File: src/include/mmu_macros.svh
`ifndef MMU_MACROS_SVH
`define MMU_MACROS_SVH

// Translation geometry
`define MMU_TLB_ENTRIES 8
`define MMU_REGIONS 8

// 4 KiB pages
`define MMU_PAGE_BITS 12

// Wishbone word address map
// TLB window holds two words per entry, vpn word then pte word
`define MMU_WB_TLB_BASE 8'h00

// Region window holds one attribute word per region
`define MMU_WB_REG_BASE 8'h20

`endif

File: src/hdl/mmu_pkg.sv
`include "mmu_macros.svh"

package mmu_pkg;

	// Addresses
	typedef logic [31:0] vadr_t;
	typedef logic [31:0] padr_t;

	// Page numbers and page offset
	typedef logic [31-`MMU_PAGE_BITS:0] vpn_t;
	typedef logic [31-`MMU_PAGE_BITS:0] ppn_t;
	typedef logic [`MMU_PAGE_BITS-1:0] pg_ofs_t;

	// Privilege level, lower value is more privileged
	typedef logic [7:0] cpl_t;

	// Attribute bits
	typedef logic [2:0] rwx_t;

	// Table indices
	typedef logic [$clog2(`MMU_TLB_ENTRIES)-1:0] tlb_idx_t;
	typedef logic [$clog2(`MMU_REGIONS)-1:0] reg_idx_t;

	typedef enum logic [1:0]
	{
		OM_APP = 2'd0,
		OM_SUPERVISOR = 2'd1,
		OM_HYPERVISOR = 2'd2,
		OM_SECURE = 2'd3
	} operating_mode_t;

	// Low 32 bits are the pte word on the bus
	// The valid bit does not fit there, it sits in bit 31 of the vpn word
	typedef struct packed
	{
		logic v;
		ppn_t ppn;
		cpl_t pl;
		logic u;
		rwx_t rwx;
	} pte_t;

	typedef struct packed
	{
		vpn_t vpn;
		pte_t pte;
	} tlb_entry_t;

	// One rwx field per operating mode, low 12 bits of the region word
	typedef struct packed
	{
		rwx_t [3:0] at;
	} region_t;

	typedef struct packed
	{
		vadr_t vadr;
		logic id;
		logic we;
		cpl_t cpl;
		operating_mode_t om;
	} mmu_req_t;

	typedef struct packed
	{
		padr_t padr;
		logic miss;
		logic priv_err;
	} mmu_rsp_t;

endpackage

File: src/hdl/mmu_cfg_wb.sv
`timescale 1ns/1ps
`include "mmu_macros.svh"

module mmu_cfg_wb
	import mmu_pkg::*;
(
	input logic clk,
	input logic reset,
	// Wishbone classic slave
	input logic cyc,
	input logic stb,
	input logic we,
	input logic [7:0] adr,
	input logic [31:0] dat_w,
	input logic [3:0] sel,
	output logic [31:0] dat_r,
	output logic ack,
	// Storage side
	output logic tlb_wr,
	output tlb_idx_t tlb_wr_idx,
	output logic tlb_wr_hi,
	output logic reg_wr,
	output reg_idx_t reg_wr_idx,
	output logic [31:0] cfg_wdata,
	input logic [31:0] tlb_rdata,
	input logic [31:0] reg_rdata
);

	localparam int TLB_IDX_W = $bits(tlb_idx_t);
	localparam int REG_IDX_W = $bits(reg_idx_t);

	logic [7:0] tlb_ofs;
	logic [7:0] reg_ofs;
	logic in_tlb;
	logic in_reg;
	logic wr_stb;

	// Window decode by offset from each base
	assign tlb_ofs = adr - `MMU_WB_TLB_BASE;
	assign reg_ofs = adr - `MMU_WB_REG_BASE;
	assign in_tlb = (tlb_ofs < 8'(2 * `MMU_TLB_ENTRIES));
	assign in_reg = (reg_ofs < 8'(`MMU_REGIONS));

	// Indices also steer the read-back muxes in the storage blocks
	assign tlb_wr_idx = tlb_ofs[TLB_IDX_W:1];
	assign tlb_wr_hi = tlb_ofs[0];
	assign reg_wr_idx = reg_ofs[REG_IDX_W-1:0];

	// One ack per access, the cycle after cyc and stb are seen
	always_ff @(posedge clk)
	begin
		if (reset)
			ack <= 1'b0;
		else
			ack <= cyc && stb && !ack;
	end

	// Commit in the ack cycle
	// Partial byte selects still write the whole word
	// An empty select is a no-op
	assign wr_stb = ack && cyc && stb && we && (|sel);
	assign tlb_wr = wr_stb && in_tlb;
	assign reg_wr = wr_stb && in_reg;
	assign cfg_wdata = dat_w;

	// Unmapped space reads zero
	always_comb
	begin
		if (in_tlb)
			dat_r = tlb_rdata;
		else if (in_reg)
			dat_r = reg_rdata;
		else
			dat_r = '0;
	end

	a_ack_pulse: assert property (@(posedge clk) disable iff (reset)
		ack |=> !ack)
		else $error("ack held for two cycles");

endmodule

File: config.mk
export PLATFORM = sky130hd
export DESIGN_NAME = mmu_cfg_wb
export DESIGN_NICKNAME = d
export VERILOG_FILES = /design/src/hdl/mmu_pkg.sv /design/src/hdl/mmu_cfg_wb.sv
export VERILOG_INCLUDE_DIRS = /design/src /design/src/include
export SDC_FILE = /design/constraint.sdc
export NUM_CORES = 1
export LEC_CHECK = 0
export BUFFER_PORTS_ARGS = -buffer_cell sky130_fd_sc_hd__clkbuf_2
export CAP_MARGIN = 20
export CORE_AREA = 2 2 72 74
export DETAILED_ROUTE_END_ITERATION = 8
export DIE_AREA = 0 0 74 76
export GPL_TIMING_DRIVEN = 1
export PLACE_DENSITY = 0.73
export SLEW_MARGIN = 20
export SYNTH_ARGS = -nofsm -noshare
export SYNTH_HDL_FRONTEND = slang
export SYNTH_SLANG_ARGS = --single-unit
File: constraint.sdc
create_clock -name clk -period 1.5 [get_ports clk]
set_clock_uncertainty 0.2 [all_clocks]
set_input_delay 0.075 -clock clk [delete_from_list [all_inputs] [get_ports clk]]
set_output_delay 0.075 -clock clk [all_outputs]
set_load 0.005 [all_outputs]
**Yosys cells after proc, flatten, opt, wreduce, memory -nomap -nowiden**

Cells that the tools add are included.
W data, S select, Z words.

- Register bits: 1
- Input port bits: 113
- Output and inout bits: 74
- Logic and storage cells: 16

- Add/sub/neg operators: 1
- Order comparisons: 2
- Muxes and demuxes: 2
- Reduce and logical (&&, ||, !) cells: 10

Operator list:

| cell | count |
|---|---|
| $mux W32 | 2 |
| $logic_and A1 B1 Y1 | 8 |
| $lt A8 B4 Y1 const B | 1 |
| $lt A8 B5 Y1 const B | 1 |
| $sub A8 B6 Y8 const B | 1 |
| $reduce_or A4 Y1 | 1 |
| $logic_not A1 Y1 | 1 |

**Depth between registers and ports, before layout**

- Word-level depth: 5
- Mapped depth: 6
- Depth with buffers taken out: 5

**Worst setup path before layout**

No wires, ideal clock.

- Path type: in2out
- Start point: in adr[5]
- End point: out dat_r[10]
- Arrival: 1.028 ns
- Data required time: 1.225 ns
- Slack: 0.197 ns
- Stages: 6
- Buffers on the path: 1
- Cell sequence: inv_1 ha_1 xor2_1 nor3_4 buf_6 a22o_2

- Longest elaborated chain between the ends: 4
- Elaborated cells on any way between the ends: 5
- Those cells by class: add/sub (1); order compare (2); mux (2)

RTL lines:

| item | RTL line | RTL |
|---|---|---|
| start, declared | mmu_cfg_wb.sv:13 | `input logic [7:0] adr,` |
| $sub A8 B6 Y8 (no line) | -- |  |
| $lt A8 B4 Y1 | mmu_cfg_wb.sv:42 | `` assign in_reg = (reg_ofs < 8'(`MMU_REGIONS)); `` |
| $mux W32 | mmu_cfg_wb.sv:71 | `else if (in_reg)` |
| $mux W32 * | mmu_cfg_wb.sv:69 | `if (in_tlb)` |
| end, declared | mmu_cfg_wb.sv:16 | `output logic [31:0] dat_r,` |

Mark *: on every way between the ends. The rest lies on a longest branch, timed or not.

**Final worst setup path**

- Start point: in adr[5]
- End point: out dat_r[8]

The elaborated chain is that of the path after synthesis.

==> run summary <==
vias in the first global route -> 1187
die outline width -> 74 microns
IO Count -> 187
number of different library cells in the post-synthesis netlist -> 17
Final Wtd Congestion -> 0.665
Max Cap Viol -> 0
initial core utilization -> 0.162
register bank with the most flops -> ack
largest area contributor in the netlist -> a22o_2
port bufs -> 113
total setup violations reported at the end of the flow -> 16
combined area of all synthesized cells -> 797 sq um
Top Registers -> ack: 1 flops
top post-synthesis cells by count -> buf_4, a22o_2
library cell with the highest instance count after synthesis -> buf_4
Worst setup EP type -> output port
average vias per placed instance -> 4.23
per-instance average area after synthesis -> 8.48 sq um
Non-Filler Cell Area, Final -> 1950 sq um
largest net degree at the start of global routing -> 19
number of detailed-route iterations in the first pass -> 4
fillers -> 458
post-route ant nets -> 0
total leakage power -> 1.08 nW
total via count in the routed design -> 1184
post-synthesis to final-layout area growth -> 145%
total die area -> 5620 sq um
Pwr Total -> 0.429 mW
Yosys top cell area share -> 0.377
Min Hold Slack -> 0.0418 ns
flip-flop count of the largest register, all copies and words added -> 1
CP Max Fanout -> 6
overall die height -> 76 microns
cell chain of the critical path -> buf_8 > inv_4 > ha_4 > xor2_4 > buf_12 > nor3_4 > buf_6 > a22o_4 > buf_6
worst slew margin relative to its limit -> 0.808
Area contributors post-synth -> a22o_2, buf_4, buf_6, nor4_4, dfxtp_1
detailed-route wire length -> 4110 microns
number of enable-type register cells in the synthesized netlist -> 0
Final Critical Period -> 1.54 ns
required time of the worst setup path -> 1.22 ns
floorplan row count -> 26
kind of launch point of the worst setup path -> input pin
post-synth net total -> 208
clock network latency to the later pin of the worst-skew pair -> 0 ns
post-route DRC violation count -> 0
Yosys Warn Count -> 0
maximum vdd drop -> 0.122 mV
total cell area at the placement stage -> 1150 sq um
Top cell by count, worst path -> buf_6
#FFs+latches synth -> 1
highest clock frequency the design can meet -> 0.648 GHz
power density over cell area -> 219 nW/um^2
count of pins over their slew limit -> 0
run status -> complete, but fails checks
Worst path slowest cell -> a22o_4
delay contributed by the slowest stage of the critical path -> 0.24 ns
total routing resource utilization after global routing -> 0.130
number of instances in the placed design -> 238
sequential fraction of the synthesis area -> 0.0251
period utilization -> 1.03
CP Data Arrival Time -> 1.27 ns
count of final hold-check violations -> 0
main flop type after synthesis -> dfxtp_1
top cell family by delay on the critical path -> buffers and inverters
initial detailed-routing violation count -> 18
count of inserted antenna diode cells -> 0
min-delay worst type -> input pin to flip-flop
setup slack after placement -> -0.757 ns
net count of the finished layout -> 326
clock-pin transition on the worst setup and hold timing paths -> 0 ns
initial antenna violation count -> 0
Worst Slack Setup Final -> -0.0432 ns
number of cells produced by synthesis -> 94
routed wirelength normalized by instance count -> 14.7 microns
RSZ-0062 raised after global routing -> true
crit path kind -> input pin to output port
CP Buf/Inv Count -> 5
share of cells above drive strength 1 -> 0.790
remaining global-route overflow -> 0
half-perimeter wire length of the detailed placement result -> 2510 microns
wire length of the first global-routing pass -> 5810 microns
Non-Filler Instances -> 280
share of async-settable or async-resettable flops after synthesis -> 0
violated checks -> negative setup slack
floorplan core area -> 4910 sq um
Slew @ Worst Pin -> 0.286 ns
## layer usage
layer | part of all wire | vias to the layer above | global-route usage
met5 | 0 | - | 0
met4 | 0.0034 | 0 | 0.00545
met3 | 0.076 | 2 | 0.0119
met2 | 0.56 | 92 | 0.262
met1 | 0.36 | 546 | 0.149
li1 | - | 544 | -
## cell usage in the layout, fill, tap and decap left out, types with 2 or more instances in the layout
master | synthesis | routed
a22o_1 | 2 | 2
a22o_2 | 30 | 3
a22o_4 | 0 | 27
buf_2 | 3 | 3
buf_4 | 39 | 4
buf_6 | 3 | 20
buf_8 | 0 | 2
clkbuf_2 | 0 | 95
dlygate4sd3_1 | 0 | 35
inv_4 | 0 | 2
nand2_1 | 3 | 2
nor3_4 | 1 | 2
nor4_1 | 2 | 2
## path summary, 6_finish.rpt
path                                     start              to  slack, ns  depth (start not counted)
worst max-delay path                    adr[5]        dat_r[8]      -0.04                          9
worst max register to register  ack$_SDFF_PP0_  ack$_SDFF_PP0_       0.64                          2
worst min register to register  ack$_SDFF_PP0_  ack$_SDFF_PP0_       0.31                          2
worst min-delay path                     reset  ack$_SDFF_PP0_       0.04                          2
## area by class of cell
cell class | instances | area, sq um | share of cell area
repair buffers | 160 | 1150 | 0.586
multi-input cells | 46 | 684 | 0.350
flip-flops and latches | 1 | 20.0 | 0.0102
well taps | 70 | 87.6 | 0.0448
inverters | 3 | 16.3 | 0.00832
## stage by stage
stage,utilization,setup TNS (ns)
global placement,0.235,-21.76
global route,0.398,-1.57
floorplan,-,0
finish,0.398,-0.466
CTS,0.366,-1.87
detailed placement,0.235,-23.65
## power by group
part           leakage (nW)  switching (mW)  total [mW]  internal (mW)
sequential          0.00820        0.000530      0.0288         0.0283
combinational          1.07           0.154       0.400          0.246
clock                     0               0           0              0
## timing repair
item / in CTS / in global routing
hold buffers: 35 / 0
endpoints found under the hold margin: 38 / 0
gates cloned: 2 / 0
pin swaps: 21 / 16
setup buffers: 6 / 2
endpoints found under the setup margin: 32 / 33
resized for setup: 29 / 43
## cell families (layout without fill, tap and decap cells)
group	count (synthesis)	count (layout)	share of synthesized area
buf+inv	48	163	0.443
compound gates	32	32	0.399
simple gates	11	12	0.107
fa+ha+maj	1	1	0.0157
xor+xnor	1	1	0.0110
flops	1	1	0.0251
No activity file was read; power rests on OpenSTA's default activity.
