**src/include/mmu_macros.svh**
```systemverilog
`ifndef MMU_MACROS_SVH
`define MMU_MACROS_SVH

// Translation geometry
`define MMU_TLB_ENTRIES 8
`define MMU_REGIONS 8

// 4 KiB pages
`define MMU_PAGE_BITS 12

// Wishbone word address map
// TLB window holds two words per entry, vpn word then pte word
`define MMU_WB_TLB_BASE 8'h00

// Region window holds one attribute word per region
`define MMU_WB_REG_BASE 8'h20

`endif

```
**src/hdl/mmu_pkg.sv**
```systemverilog
`include "mmu_macros.svh"

package mmu_pkg;

	// Addresses
	typedef logic [31:0] vadr_t;
	typedef logic [31:0] padr_t;

	// Page numbers and page offset
	typedef logic [31-`MMU_PAGE_BITS:0] vpn_t;
	typedef logic [31-`MMU_PAGE_BITS:0] ppn_t;
	typedef logic [`MMU_PAGE_BITS-1:0] pg_ofs_t;

	// Privilege level, lower value is more privileged
	typedef logic [7:0] cpl_t;

	// Attribute bits
	typedef logic [2:0] rwx_t;

	// Table indices
	typedef logic [$clog2(`MMU_TLB_ENTRIES)-1:0] tlb_idx_t;
	typedef logic [$clog2(`MMU_REGIONS)-1:0] reg_idx_t;

	typedef enum logic [1:0]
	{
		OM_APP = 2'd0,
		OM_SUPERVISOR = 2'd1,
		OM_HYPERVISOR = 2'd2,
		OM_SECURE = 2'd3
	} operating_mode_t;

	// Low 32 bits are the pte word on the bus
	// The valid bit does not fit there, it sits in bit 31 of the vpn word
	typedef struct packed
	{
		logic v;
		ppn_t ppn;
		cpl_t pl;
		logic u;
		rwx_t rwx;
	} pte_t;

	typedef struct packed
	{
		vpn_t vpn;
		pte_t pte;
	} tlb_entry_t;

	// One rwx field per operating mode, low 12 bits of the region word
	typedef struct packed
	{
		rwx_t [3:0] at;
	} region_t;

	typedef struct packed
	{
		vadr_t vadr;
		logic id;
		logic we;
		cpl_t cpl;
		operating_mode_t om;
	} mmu_req_t;

	typedef struct packed
	{
		padr_t padr;
		logic miss;
		logic priv_err;
	} mmu_rsp_t;

endpackage

```
**src/hdl/mmu_tlb.sv**
```systemverilog
`timescale 1ns/1ps
`include "mmu_macros.svh"

module mmu_tlb
	import mmu_pkg::*;
(
	input logic clk,
	input logic reset,
	input logic req_valid,
	input mmu_req_t req,
	// Configuration side
	input logic tlb_wr,
	input tlb_idx_t tlb_wr_idx,
	input logic tlb_wr_hi,
	input logic [31:0] cfg_wdata,
	input tlb_idx_t rd_idx,
	input logic rd_hi,
	output logic [31:0] tlb_rdata,
	// Stage one
	output logic s1_valid,
	output mmu_req_t s1_req,
	output logic s1_hit,
	output tlb_entry_t s1_entry
);

	localparam int VPN_W = $bits(vpn_t);

	// Entry storage, only the valid bits are reset
	logic [`MMU_TLB_ENTRIES-1:0] v_q;
	vpn_t vpn_q [`MMU_TLB_ENTRIES];
	logic [31:0] pte_q [`MMU_TLB_ENTRIES];

	tlb_entry_t entries [`MMU_TLB_ENTRIES];
	logic [`MMU_TLB_ENTRIES-1:0] match;
	tlb_idx_t hit_idx;
	logic hit;
	vpn_t req_vpn;

	always_ff @(posedge clk)
	begin
		if (reset)
			v_q <= '0;
		else if (tlb_wr && !tlb_wr_hi)
			v_q[tlb_wr_idx] <= cfg_wdata[31];
	end

	// Low word carries the vpn, high word the pte body
	always_ff @(posedge clk)
	begin
		if (tlb_wr && !tlb_wr_hi)
			vpn_q[tlb_wr_idx] <= cfg_wdata[VPN_W-1:0];
		if (tlb_wr && tlb_wr_hi)
			pte_q[tlb_wr_idx] <= cfg_wdata;
	end

	// Read-back in bus layout
	assign tlb_rdata = rd_hi ? pte_q[rd_idx]
		: {v_q[rd_idx], {(31-VPN_W){1'b0}}, vpn_q[rd_idx]};

	// Reassemble full entries with the valid bit
	always_comb
	begin
		for (int i = 0; i < `MMU_TLB_ENTRIES; i++)
		begin
			entries[i].vpn = vpn_q[i];
			entries[i].pte = pte_t'({v_q[i], pte_q[i]});
		end
	end

	assign req_vpn = req.vadr[31 -: VPN_W];

	// Parallel compare against every valid entry
	always_comb
	begin
		for (int i = 0; i < `MMU_TLB_ENTRIES; i++)
			match[i] = v_q[i] && (vpn_q[i] == req_vpn);
	end

	// Lowest matching index wins
	always_comb
	begin
		hit_idx = '0;
		for (int i = `MMU_TLB_ENTRIES-1; i >= 0; i--)
		begin
			if (match[i])
				hit_idx = tlb_idx_t'(i);
		end
	end

	assign hit = |match;

	always_ff @(posedge clk)
	begin
		if (reset)
			s1_valid <= 1'b0;
		else
			s1_valid <= req_valid;
	end

	// Stage one payload
	always_ff @(posedge clk)
	begin
		s1_req <= req;
		s1_hit <= hit;
		s1_entry <= entries[hit_idx];
	end

	// Distinct vpns give at most one hit, switch off when loading aliases on purpose
	a_tlb_one_hit: assert property (@(posedge clk) disable iff (reset)
		req_valid |-> ($countones(match) <= 1))
		else $error("multiple TLB hits for vpn %h", req_vpn);

endmodule

```
**config.mk**
```make
export PLATFORM = sky130hd
export DESIGN_NAME = mmu_tlb
export DESIGN_NICKNAME = d
export VERILOG_FILES = /design/src/hdl/mmu_pkg.sv /design/src/hdl/mmu_tlb.sv
export VERILOG_INCLUDE_DIRS = /design/src /design/src/include
export SDC_FILE = /design/constraint.sdc
export NUM_CORES = 1
export LEC_CHECK = 0
export BUFFER_PORTS_ARGS = -buffer_cell sky130_fd_sc_hd__buf_2
export CAP_MARGIN = 20
export CORE_AREA = 2 2 207 209
export CTS_CLUSTER_SIZE = 14
export DETAILED_ROUTE_END_ITERATION = 7
export DIE_AREA = 0 0 209 211
export GPL_ROUTABILITY_DRIVEN = 1
export GPL_TIMING_DRIVEN = 0
export PLACE_DENSITY = 0.84
export SYNTH_ARGS = -nofsm -noshare
export SYNTH_HDL_FRONTEND = slang
export SYNTH_SLANG_ARGS = --single-unit
```
**constraint.sdc**
```tcl
create_clock -name clk -period 4.38 [get_ports clk]
set_input_delay 0.219 -clock clk [delete_from_list [all_inputs] [get_ports clk]]
set_output_delay 0.219 -clock clk [all_outputs]
set_load 0.01 [all_outputs]
```
# Word level (Yosys, flattened, before mapping)
# Memories as Yosys holds them, arrays and structs flattened.
# Index checks and enable logic that the tools add are counted.
# totals
regBits	107
latch_bits	0
mem_bits_rw	416
mem_bits_ro	0
input_bits	88
out_inout_bits	131
word_cells	63
memories	2
# op_classes
add_sub_neg	0
mul	0
div	0
magnitude_cmp	4
eq_ne	8
shift	0
mux	21
bitwise_logic	1
n_reduce_logical	13
# mem_list
name	depth	word_bits	read_ports	rd_ports_with_merged_regs	wr	line	text
pte_q	8	32	9	0	1	mmu_tlb.sv:31	logic [31:0] pte_q [`MMU_TLB_ENTRIES];
vpn_q	8	20	9	0	1	mmu_tlb.sv:30	vpn_t vpn_q [`MMU_TLB_ENTRIES];
# op_table
operator	n
== test 20 bit	8
binary-select mux 53 bit (select 3 bit)	1
2-to-1 mux 53 bit	2
2-to-1 mux 32 bit	1
2-to-1 mux 3 bit	8
logical AND 1 bit	11
bitwise mux 8 bit	1
less-than comparator 3 x 4 -> 1 bit (second input constant)	2
OR reduction 8 bit	1
2-to-1 mux 1 bit	6
greater-or-equal comparator 4 bit (second input constant)	1
inverter 3 -> 4 bit	1
binary-select mux 1 bit (select 3 bit)	1
demux 1 bit (select 3 bit)	1
greater-or-equal comparator 3 x 1 -> 1 bit (second input constant)	1
logical NOT 1 bit	1

# Longest topological paths before layout
# depth
ltp_word	14
mapped_depth	12
mapped_depth_nobuf	9

# Worst setup path after synthesis
# OpenSTA, ideal clock, no wires.
# synth_path
path_kind	in2reg
startpoint	in tlb_wr_idx[2]
endpoint	mem pte_q[0][0], enable pin
setup_time_ns	0.461
t_arrival_ns	2.668
required_ns	3.919
path_slack_ns	1.250
path_stages	2
path_buffers	1
path_cell_list	clkbuf_1 > nor3_1
# synth_lines
item	line	text
from (decl)	mmu_tlb.sv:13	input tlb_idx_t tlb_wr_idx,
to (decl)	mmu_tlb.sv:31	
# Straight into the memory's write port.

# Final worst setup path
# layout_path
startpoint	in req[24] (netlist bit)
endpoint	reg s1_entry[51] (netlist bit)
# layout_via
elab_chain_len	14
word_cells_on_any_way	28
classes_between	8 x eq/ne; 11 x mux; 1 x bitwise; 8 x reduce/logical
# layout_rtl
item	line	text
from (decl)	mmu_tlb.sv:10	input mmu_req_t req,
== test 20 bit	mmu_tlb.sv:76	match[i] = v_q[i] && (vpn_q[i] == req_vpn);
logical AND 1 bit	mmu_tlb.sv:76	
2-to-1 mux 3 bit (7 in series)	mmu_tlb.sv:85	if (match[i])
2-to-1 mux 3 bit (*)	mmu_tlb.sv:85	
inverter 3 -> 4 bit (not written as such) (*)	mmu_tlb.sv:105	s1_entry <= entries[hit_idx];
binary-select mux 53 bit (select 3 bit) (*)	mmu_tlb.sv:105	
2-to-1 mux 53 bit (not written as such) (*) (2 in series)	mmu_tlb.sv:105	
to (signal assigned)	mmu_tlb.sv:105	
to (decl)	mmu_tlb.sv:23	output tlb_entry_t s1_entry
# Mark *: on every way between the ends. The rest lies on a longest branch, timed or not. The select of a mux whose other input is x is not followed.
# A chain may end at the register's enable or synchronous reset.

==> impl_metrics.toml <==
[die]
die_h_um = 211
rows = 75
coreArea_mm2 = 0.0418
dieArea_mm2 = 0.0441
die_w_um = 209
io_pins = 219
initial_core_util_pct = 57.5

[timing]
worst_pin_slew_ps = 1090
max_freq_mhz = 235
hold_viol_final = 0
slew_viol_final = 0
hold_slack_ps = 20.8
min_period_over_period_pct = 97.2
relSlewSlack_pct = 27.6
period_minus_slack_ps = 4260
fin_skew_ps = 31.8
rsz0062_at_grt = "false"
setup_ws_ps = 122
setup_viol = 0

[pwr]
power.density_mw_per_mm2 = 384
p_leak_nw = 9.69
ir_worst_vdd_mv = 0.344

[clock_network]
numCtsBuffers = 53
cts_tree = "built"
cts_max_level = 2
clock_path_buffers = 3
path_clk_slew_ps = 60
clock_latency_ps = 630
cts-root-buf = "clkbuf_16"
cts.sinks = 523

[synth]
async_flop_share_pct = 0
synth_area_mm2 = 0.0240
synth_most_common_cell = "edfxtp_1"
synth_area_leaders = "edfxtp_1, mux4_2, dfxtp_1, mux2i_1, xnor2_1"
synth_nets = 1501
synth_area_per_cell_um2 = 17.0
synth_top_cells_by_count = "edfxtp_1, mux4_2, mux2i_1"
synth_ff_type = "edfxtp_1"
synth-seq-area-share_pct = 61.0
synth_seq_cells = 523
synth_cell_types = 47
synth_top_cell_area_share_pct = 52.1
synth_top_cell_by_area = "edfxtp_1"
synth-edff-count = 416
yosys_warnings = 0
syn_inst = 1413

[finish]
layout-drive-gt1-share_pct = 33.6
insertedDiodeCount = 0
nets = 1867
area_delta_synth_final_pct = 19.6

[grt]
grt_pass1_vias = 15600
overflow = 0
grt_pass1_wl_mm = 106
grt_usage_pct = 33.6
antenna_found_initial = 0
grt_max_degree = 24

[setup_path]
timing.rr.start = "vpn_q[4][0]$_DFFE_PP_"
crit_end = "s1_entry[51]$_DFF_P_"
worstPathRequired_ps = 4800
cp-startpoint = "req[24]"
path_class = "in2reg"
rr_worst_depth = 8
cp.arrival_ps = 4680
r2r_slack_ps = 230
crit_fanout = 10
worstReg2RegEnd = "s1_entry[51]$_DFF_P_"
start_kind = "input pin"
cp-end-kind = "flop"

[placement]
portBuffers = 212
post-place-ws_ps = 114
gp_congestion = 1.01
dp.final_hpwl_mm = 52.3

[worst_hold_path]
min_from = "cfg_wdata[7]"
hp-class = "in2reg"

[detailed_routing]
drc = 0
firstDrtPassIters = 5
totalWireLength_mm = 73.7
vias = 15600
antenna_left = 0
post_drt_wl_per_cell_um = 31.2
drt_first_iter_violations = 2057
drt-vias-per-instance = 6.62

[flow_run]
cap_viol_max_count = 0

[status]
outcome = "finished, final reports clean"
placed cells by master (no fill, tap or decap), types with 10 or more instances in the layout:
cell type      instances
nand3_1               14
xnor2_1              100
clkbuf_1              57
clkbuf_16             54
xor2_1                60
buf_2                230
nor2_4                12
buf_6                 21
clkinv_2              11
nor4_1                22
mux2i_1              118
nand4_1               37
o22ai_1               53
edfxtp_1             416
buf_1                 13
mux2_2                52
a221oi_2              52
dlygate4sd3_1         74
dfxtp_1              107
mux4_2               127
buf_12                11
buf_8                 10
mux2_1                53
nand2_1               17
nor2b_1               12
metal layers:
metal,vias to the layer above,part of all wire (%),GRT usage (%)
met2,1075,47,52.7
li1,6444,-,-
met1,7941,39,46.6
met4,0,3.9,14.2
met5,-,0,0
met3,183,11,6.71
sequential cells by signal, summed over array words and instances (netlist names):
signal	count
s1_hit	1
s1_req	44
s1_entry	53
pte_q	256
s1_valid	1
vpn_q	160
v_q	8
cell families after synthesis:
family	share of synthesized area [%]
AOI/OAI and AO/OA	5.30
xor gates and xnor gates	5.84
buffers and inverters	2.54
DFF	61.0
muxes	21.8
and+or+nand+nor	3.57
area by class of cell:
type | count | area [um^2]
inverters | 2 | 7.51
flip-flops and latches | 523 | 14600
clock inverters | 26 | 287
repair buffers | 311 | 2170
fillers | 2723 | 13000
multi-input cells | 788 | 8860
well taps | 539 | 674
clock buffers | 73 | 1470
plain buffers | 100 | 604
worst max-delay path: stages:
cell and delay, ps:
dlygate4sd3_1 520, buf_2 200, buf_4 210, xnor2_1 580, nand4_1 170, nor4_1 320, nand4_1 350, and2_1 310
nor2_1 720, clkbuf_1 830, a221oi_2 210
metrics by stage:
step	instance area, um^2	setup TNS [ps]	util, %	power (W)	instances
after floorplan	24000	0	-	0.00607	1413
after global placement	25700	-97130	61.6	0.00642	2164
after detailed placement	26200	0	62.7	0.00646	2186
after CTS	28700	0	68.7	0.0110	2359
after global routing	28700	0	68.8	0.0113	2362
final	28700	0	68.8	0.0110	2362
power by group:
part	internal, W	switching, W
sequential	0.00547	0.0000582
combinational	0.000388	0.000514
clock	0.00266	0.00194
total	0.00852	0.00251
worst min path at each step:
stage	to	slack, ps	cells after the start
floorplan	s1_req[0]$_DFF_P_	250	0
global placement	s1_req[14]$_DFF_P_	320	1
detailed placement	s1_req[3]$_DFF_P_	320	1
CTS	vpn_q[3][7]$_DFFE_PP_	0.7	1
global route	vpn_q[3][7]$_DFFE_PP_	20	1
finish	vpn_q[3][7]$_DFFE_PP_	20	1
repair_timing:
item                       CTS  global route
hold endpoints to repair   346             0
buffers inserted             0             0
gates resized for setup      0             3
hold buffers                74             0
setup endpoints to repair    0             1
Power figures use the tool's default switching activity.
