$ cat config.mk
export PLATFORM = sky130hd
export DESIGN_NAME = mmu_region_table
export DESIGN_NICKNAME = d
export VERILOG_FILES = /design/src/hdl/mmu_pkg.sv /design/src/hdl/mmu_region_table.sv
export VERILOG_INCLUDE_DIRS = /design/src /design/src/include
export SDC_FILE = /design/constraint.sdc
export NUM_CORES = 1
export LEC_CHECK = 0
export BUFFER_PORTS_ARGS = -buffer_cell sky130_fd_sc_hd__clkbuf_2
export CAP_MARGIN = 30
export CORE_AREA = 2 2 102 104
export DETAILED_ROUTE_END_ITERATION = 10
export DIE_AREA = 0 0 104 106
export PLACE_DENSITY = 0.8
export SLEW_MARGIN = 20
export SYNTH_ARGS = -nofsm -noshare
export SYNTH_HDL_FRONTEND = slang
export SYNTH_SLANG_ARGS = --single-unit
$ cat constraint.sdc
create_clock -name clk -period 3.31 [get_ports clk]
set_clock_uncertainty 0.1 [all_clocks]
set_input_delay 0.662 -clock clk [delete_from_list [all_inputs] [get_ports clk]]
set_output_delay 0.662 -clock clk [all_outputs]
set_load 0.02 [all_outputs]
$ cat src/include/mmu_macros.svh
`ifndef MMU_MACROS_SVH
`define MMU_MACROS_SVH

// Translation geometry
`define MMU_TLB_ENTRIES 8
`define MMU_REGIONS 8

// 4 KiB pages
`define MMU_PAGE_BITS 12

// Wishbone word address map
// TLB window holds two words per entry, vpn word then pte word
`define MMU_WB_TLB_BASE 8'h00

// Region window holds one attribute word per region
`define MMU_WB_REG_BASE 8'h20

`endif

$ cat src/hdl/mmu_pkg.sv
`include "mmu_macros.svh"

package mmu_pkg;

	// Addresses
	typedef logic [31:0] vadr_t;
	typedef logic [31:0] padr_t;

	// Page numbers and page offset
	typedef logic [31-`MMU_PAGE_BITS:0] vpn_t;
	typedef logic [31-`MMU_PAGE_BITS:0] ppn_t;
	typedef logic [`MMU_PAGE_BITS-1:0] pg_ofs_t;

	// Privilege level, lower value is more privileged
	typedef logic [7:0] cpl_t;

	// Attribute bits
	typedef logic [2:0] rwx_t;

	// Table indices
	typedef logic [$clog2(`MMU_TLB_ENTRIES)-1:0] tlb_idx_t;
	typedef logic [$clog2(`MMU_REGIONS)-1:0] reg_idx_t;

	typedef enum logic [1:0]
	{
		OM_APP = 2'd0,
		OM_SUPERVISOR = 2'd1,
		OM_HYPERVISOR = 2'd2,
		OM_SECURE = 2'd3
	} operating_mode_t;

	// Low 32 bits are the pte word on the bus
	// The valid bit does not fit there, it sits in bit 31 of the vpn word
	typedef struct packed
	{
		logic v;
		ppn_t ppn;
		cpl_t pl;
		logic u;
		rwx_t rwx;
	} pte_t;

	typedef struct packed
	{
		vpn_t vpn;
		pte_t pte;
	} tlb_entry_t;

	// One rwx field per operating mode, low 12 bits of the region word
	typedef struct packed
	{
		rwx_t [3:0] at;
	} region_t;

	typedef struct packed
	{
		vadr_t vadr;
		logic id;
		logic we;
		cpl_t cpl;
		operating_mode_t om;
	} mmu_req_t;

	typedef struct packed
	{
		padr_t padr;
		logic miss;
		logic priv_err;
	} mmu_rsp_t;

endpackage

$ cat src/hdl/mmu_region_table.sv
`timescale 1ns/1ps
`include "mmu_macros.svh"

module mmu_region_table
	import mmu_pkg::*;
(
	input logic clk,
	input logic reset,
	input logic reg_wr,
	input reg_idx_t reg_wr_idx,
	input logic [31:0] cfg_wdata,
	input reg_idx_t rd_idx,
	output logic [31:0] reg_rdata,
	input padr_t padr,
	output region_t region
);

	localparam int REG_W = $bits(region_t);
	localparam int IDX_W = $bits(reg_idx_t);

	region_t regions_q [`MMU_REGIONS];
	reg_idx_t lookup_idx;

	// Attributes come up all clear
	always_ff @(posedge clk)
	begin
		if (reset)
		begin
			for (int i = 0; i < `MMU_REGIONS; i++)
				regions_q[i] <= '0;
		end
		else if (reg_wr)
		begin
			regions_q[reg_wr_idx] <= region_t'(cfg_wdata[REG_W-1:0]);
		end
	end

	// Region picked by the top physical address bits
	assign lookup_idx = padr[31 -: IDX_W];
	assign region = regions_q[lookup_idx];

	// Read-back, upper bits read zero
	assign reg_rdata = {{(32-REG_W){1'b0}}, regions_q[rd_idx]};

endmodule

== Word level (Yosys, flattened, before mapping) ==
Memory sizes are Yosys's and may differ from the RTL's.
Index checks and enable logic that the tools add are counted.

* Register bits after elaboration: 0
* Bits in writable memories: 96
* Input port bits: 73
* Output and inout port bits: 44
* Logic and storage cells: 10
* Memories kept: 1

* Muxes and demuxes: 8
* Reductions and logical operators: 1

{| class="wikitable"
|+ Memory list
! memory !! depth !! width !! read ports !! clocked after Yosys merged registers in !! write ports !! RTL line !! RTL
|-
| regions_q || 8 || 12 || 2 || 0 || 8 || mmu_region_table.sv:21 || <nowiki>region_t regions_q [`MMU_REGIONS];</nowiki>
|}

{| class="wikitable"
|+ Operators by type and width
! cell !! number
|-
| $mux W12 || 1
|-
| $reduce_or A12 Y1 || 1
|-
| $mux W1 || 6
|-
| $mux W3 || 1
|}

== Longest topological paths before layout ==
Gate-level depths: netlist of the first run.

* Depth after elaboration: 5
* Mapped depth: 4
* Depth with buffers taken out: 2

== Least setup slack after synthesis of the first run ==
Ideal clock, no wire load.

* Path type: input-to-reg
* Start point: input reg_wr_idx[1]
* End point: memory regions_q[0][0] (netlist name) (enable)
* Library setup time: 383 ps
* Arrival: 2,066 ps
* Data required time: 2,827 ps
* Path slack: 760 ps
* Stages on the path: 4
* Path buffers: 2
* Path through: or3b_2 > clkbuf_1 > buf_2 > o21bai_1

{| class="wikitable"
|+ RTL lines
! item !! RTL line !! RTL
|-
| start, declared || mmu_region_table.sv:10 || <nowiki>input reg_idx_t reg_wr_idx,</nowiki>
|-
| end, declared || mmu_region_table.sv:21 ||
|}

==> results_dict.tcl, run 1 <==
set metrics [dict create \
    status "completed" \
    synthDistinctLibCells 17 \
    worstHoldStart "cfg_wdata[10]" \
    cp.arrival_ns 2.03 \
    worstSetupStartpoint "padr[29]" \
    worst_pin_slew_ns 0.730 \
    grt_pass1_vias 3315 \
    ys_async_sr_fraction_pct 0 \
    slowest_stage "mux4_1" \
    crit_fanout 24 \
    tns_ns 0 \
    portBuffers 47 \
    first_pass_iters 4 \
    drt_iter0_markers 284 \
    gr-usage-met2_pct 38.6 \
    grt_first_pass_wirelength_um 17900 \
    ys.flop_type "edfxtp_1" \
    vdd_drop_max_mv 0.223 \
    track_usage_pct 21.9 \
    io_pins 117 \
    finalCritPeriodShare_pct 84.4 \
    worst_slack_ns 0.515 \
    crit_chain "clkbuf_2 -> buf_12 -> mux4_1 -> mux2_2 -> clkbuf_2" \
    ant_nets 0 \
    crit_family "multiplexers" \
    dp_cells 518 \
    synth_top_area_share_pct 53.8 \
    start_util_pct 53.6 \
    hold_viol 0 \
    core_mm2 0.0100 \
    p_leak_nw 2.08 \
    syn_avg_cell_area_um2 15.5 \
    clkSinkCount 96 \
    path_buf_inv 3 \
    drc 0 \
    fin_util_pct 59.2 \
    fmax_mhz 358 \
    synth_seq_cells 96 \
    postSynthCellCount 347 \
    syn2layout_area_growth_pct 10.4 \
    crit_required_ns 2.55 \
    grtUsageMet1_pct 26.8 \
    fillCellCount 771 \
    path_clk_slew_ns 0.10 \
    grt_max_degree 49 \
    ys_seq_area_share_pct 53.8 \
    synth_area_leaders "edfxtp_1, mux4_1, nor3_1" \
    place.gp.congestion 0.757 \
    power.total_mw 2.64 \
    fin_hold_ws_ns 0.635 \
    crit_type "input pin to primary output" \
    cap_violations 0 \
    hpwl_um 7690 \
    yosysTopAreaCell "edfxtp_1" \
    dpl_cell_area_mm2 0.00573 \
    setup_viol 0 \
    die_area_mm2 0.0110 \
    die_h_um 106 \
    drive_above_1_share_pct 30.2 \
    worstHoldPathType "input pin to register" \
    row_count 37 \
    rsz0062_at_grt "false" \
    fin_crit_ns 2.79 \
    grt_util_met3_pct 2.94 \
    postCtsSetupBuffers 0 \
    finalWirelength_um 11800 \
    grt_overflow 0 \
    cts_inserted_buffers 9 \
    htree_num_levels 3 \
    via_per_inst 6.26 \
    cts_tree "built" \
    die_x_um 104 \
    final-instance-count-excl-fill 534 \
    synth_edf_count 96 \
    largest_reg_flops 96 \
    busiest_layer "met2" \
    drv_slew 0 \
    max-slew-margin-rel_pct 51.2 \
    antenna_cells 0 \
    power.density_mw_per_mm2 447 \
    cpMostUsedCell "clkbuf_2" \
    cts_hold_buf 0 \
    startpoint_type "input pin" \
    critical_path.max_stage_delay_ns 0.61 \
    wire_per_inst_um 22.0 \
    cts_resized 0 \
    clockBufferDepth 2 \
    vias 3342 \
    antenna_found_initial 0 \
    dp_slack_ns 0.510 \
    final_area_mm2 0.00592 \
    ys_warn_count 0 \
    largest-register "regions_q" \
    syn_area_mm2 0.00536 \
    cts-root-buf "clkbuf_8" \
    nets 466 \
    reg_top3 "regions_q x96" \
    crit_path_end_kind "primary output" \
]
[layout make-up]
type / instances / area, um^2 / area share [%]
Inverter: 12 / 45.0 / 0.761
Clock buffer: 9 / 124 / 2.09
Timing Repair Buffer: 72 / 473 / 7.99
Sequential cell: 96 / 2880 / 48.7
Multi-Input combinational cell: 202 / 2160 / 36.5
Tap cell: 136 / 170 / 2.87
Clock inverter: 7 / 62.6 / 1.06
[layer usage]
metal	wire (um)	part of all wire [%]
met5	0	0
met4	357	3.0
met3	711	6.0
met2	6290	53
met1	4410	37
[cell usage in the layout, fill, tap and decap left out, drive strengths merged]
| cell type | Yosys | layout |
|---|---|---|
| or2 | 1 | 1 |
| clkinv | 12 | 16 |
| inv | 0 | 3 |
| conb | 1 | 20 |
| clkbuf | 21 | 56 |
| buf | 35 | 25 |
| o21bai | 8 | 8 |
| nand3b | 1 | 1 |
| mux4 | 48 | 48 |
| nand2 | 1 | 1 |
| nand2b | 2 | 2 |
| mux2 | 24 | 24 |
| or3b | 1 | 1 |
| nor3 | 96 | 96 |
| edfxtp | 96 | 96 |
[power by group]
group          switching, mW  internal (mW)
clock network          0.445          0.289
registers             0.0323           1.41
logic                  0.264          0.201
total                  0.742           1.90
[synth_stat cells, types with 2 or more instances]
cell type  instances
buf_2              9
buf_4             20
buf_6              6
clkbuf_1          21
clkinv_1          12
edfxtp_1          96
mux2_2            24
mux4_1            42
mux4_2             6
nand2b_1           2
nor3_1            96
o21bai_1           8
[kinds of logic after synthesis]
logic type	share of synthesized area (%)
muxes	28.1
buffers and inverters	7.21
DFF	53.8
and+or+nand+nor	9.68
AOI/OAI and AO/OA	1.12
other	0.0699
[final timing paths]
| path | endpoint | cells past startpoint |
|---|---|---|
| worst max-delay path | region[8] | 5 |
| worst min-delay path | regions_q[0][10] | 3 |
Power figures use the tool's default switching activity.
==> run 2: changes to the inputs <==
--- a/config.mk
+++ b/config.mk
@@ -8,10 +8,10 @@
 export LEC_CHECK = 0
 export BUFFER_PORTS_ARGS = -buffer_cell sky130_fd_sc_hd__clkbuf_2
 export CAP_MARGIN = 30
-export CORE_AREA = 2 2 102 104
+export CORE_AREA = 2 2 107 109
 export DETAILED_ROUTE_END_ITERATION = 10
-export DIE_AREA = 0 0 104 106
-export PLACE_DENSITY = 0.8
+export DIE_AREA = 0 0 109 111
+export PLACE_DENSITY = 0.76
 export SLEW_MARGIN = 20
 export SYNTH_ARGS = -nofsm -noshare
 export SYNTH_HDL_FRONTEND = slang
==> constraint.sdc (replaced) <==
create_clock -name clk -period 2.37 [get_ports clk]
set_clock_uncertainty 0.1 [all_clocks]
set_input_delay 0.474 -clock clk [delete_from_list [all_inputs] [get_ports clk]]
set_output_delay 0.474 -clock clk [all_outputs]
set_load 0.02 [all_outputs]
==> run 2 against run 1 <==
  * Non-clock buffer count is 3 higher
  * Cell area rose by 3.8%
  * Clock power is 70% higher
  * Combinational power up 50%
  * Wire length is 9.9% higher
  * Largest cell class unchanged
  * Largest power group unchanged
==> results_dict.tcl, run 2 (same netlist as run 1, synthesis figures left out) <==
set metrics [dict create \
    status "completed" \
    clockBufferDepth 2 \
    crit_chain "clkbuf_16 -> buf_12 -> mux4_1 -> mux2_2 -> clkbuf_4" \
    place.gp.congestion 0.770 \
    first_pass_iters 5 \
    wl_met1_um 4660 \
    htree_num_levels 3 \
    dr_wl_met3_um 888 \
    setup_viol 0 \
    core_mm2 0.0111 \
    ant_nets 0 \
    fin_crit_ns 2.36 \
    wire_per_inst_um 23.9 \
    worstHoldPathType "input pin to register" \
    cts_tree "built" \
    seq_area_mm2 0.00288 \
    rsz0062_at_grt "true" \
    fmax_mhz 423 \
    route.met2.wl_um 6960 \
    hpwl_um 7950 \
    endpoint "region[4]" \
    cts-root-buf "clkbuf_16" \
    nets 469 \
    p_leak_nw 2.15 \
    dp_cells 524 \
    crit_fanout 6 \
    worstSetupStartpoint "padr[29]" \
    finalWirelength_um 12900 \
    drv_slew 0 \
    crit_family "multiplexers" \
    multi_input_area_mm2 0.00215 \
    vias 3440 \
    crit_path_end_kind "primary output" \
    via_per_inst 6.35 \
    grt_pass1_vias 3422 \
    largest_reg_flops 96 \
    finalCritPeriodShare_pct 99.7 \
    grt_overflow 0 \
    row_count 39 \
    start_util_pct 48.4 \
    die_area_mm2 0.0121 \
    drt_iter0_markers 306 \
    track_usage_pct 22.4 \
    vdd_drop_max_mv 0.313 \
    worst-path-stages 5 \
    reg_top3 "regions_q x96" \
    grt_first_pass_wirelength_um 19500 \
    cp.arrival_ns 1.79 \
    crit_required_ns 1.80 \
    critical_path.max_stage_delay_ns 0.56 \
    grt_max_degree 31 \
    path_buf_inv 3 \
    clkSinkCount 96 \
    drive_above_1_share_pct 30.4 \
    cts_inserted_buffers 9 \
    io_pins 117 \
    antenna_found_initial 1 \
    fillCellCount 839 \
    hold_viol 0 \
    postCtsSetupBuffers 0 \
    syn2layout_area_growth_pct 14.6 \
    fin_util_pct 55.5 \
    die_h_um 111 \
    slowest_stage "mux4_1" \
    startpoint_type "input pin" \
    top_layer_used "met4" \
    die_x_um 109 \
    crit_type "input pin to primary output" \
    largest-register "regions_q" \
    path_clk_slew_ns 0.06 \
    drc 0 \
    cap_violations 0 \
    final-instance-count-excl-fill 542 \
    portBuffers 47 \
    power.density_mw_per_mm2 646 \
    mostFrequentLayoutCells "nor3_1, edfxtp_1, mux4_1, clkbuf_2, mux2_2" \
]
[run 2: cell count changes in the layout (fill, tap and decap cells not counted), sizes merged]
cell and change:
inv -3, buf +5, clkbuf -1, diode +1
clkinv -1
[run 2: how the worst min path moves through the flow]
stage	cells past startpoint	slack [ns]	end	from
3_3_place_gp	3	0.83	regions_q[4][7]	cfg_wdata[7]
4_1_cts	3	0.49	regions_q[7][11]	cfg_wdata[11]
3_5_place_dp	3	0.84	regions_q[7][7]	cfg_wdata[7]
2_1_floorplan	2	0.71	regions_q[4][3]	cfg_wdata[3]
6_report	3	0.48	regions_q[3][11]	cfg_wdata[11]
5_1_grt	3	0.51	regions_q[5][7]	cfg_wdata[7]
[run 2: power breakdown]
| part | switching (mW) | internal [mW] | total, mW |
|---|---|---|---|
| registers | 0.0499 | 1.98 | 2.03 |
| clock network | 0.564 | 0.684 | 1.25 |
| logic | 0.383 | 0.315 | 0.698 |
| total | 0.997 | 2.98 | 3.97 |
[run 2: timing repair]
action | CTS | global route
gates resized for setup | 15 | 6
endpoints found under the setup margin | 8 | 4
cloned | 3 | 1
hold buffers | 0 | 0
[run 2: layout make-up]
cell class	count	share of cell area, %
clock buffers	10	3.73
clock inverters	3	0.204
well taps	143	2.91
diodes	1	0.0407
repair buffers	75	10.5
flip-flops and latches	96	46.9
inverters	12	0.733
multi-input cells	202	35.0
[run 2: metrics by stage]
step / setup WS, ns / TNS, ns / power, mW / area (um^2) / hold slack [ns]
after floorplan: 0.00809 / 0 / 2.52 / 5430 / 0.708
after global placement: -0.00536 / -0.00536 / 2.68 / 5760 / 0.828
after detailed placement: -0.0207 / -0.0827 / 2.71 / 5760 / 0.839
after CTS: 0.00286 / 0 / 3.95 / 6120 / 0.485
after global routing: -0.00656 / -0.0135 / 4.09 / 6140 / 0.512
final: 0.00654 / 0 / 3.97 / 6140 / 0.482
[run 2: routing by layer]
layer / vias up / GRT usage [%]
met3: 32 / 3.41
met5: - / 0
met4: 0 / 9.40
met1: 1744 / 27.2
met2: 187 / 39.3
li1: 1477 / -
[run 2: worst min-delay path, stage by stage]
cell	delay (ns)
clkbuf_2	0.08
clkinv_1	0.12
nor3_1	0.07
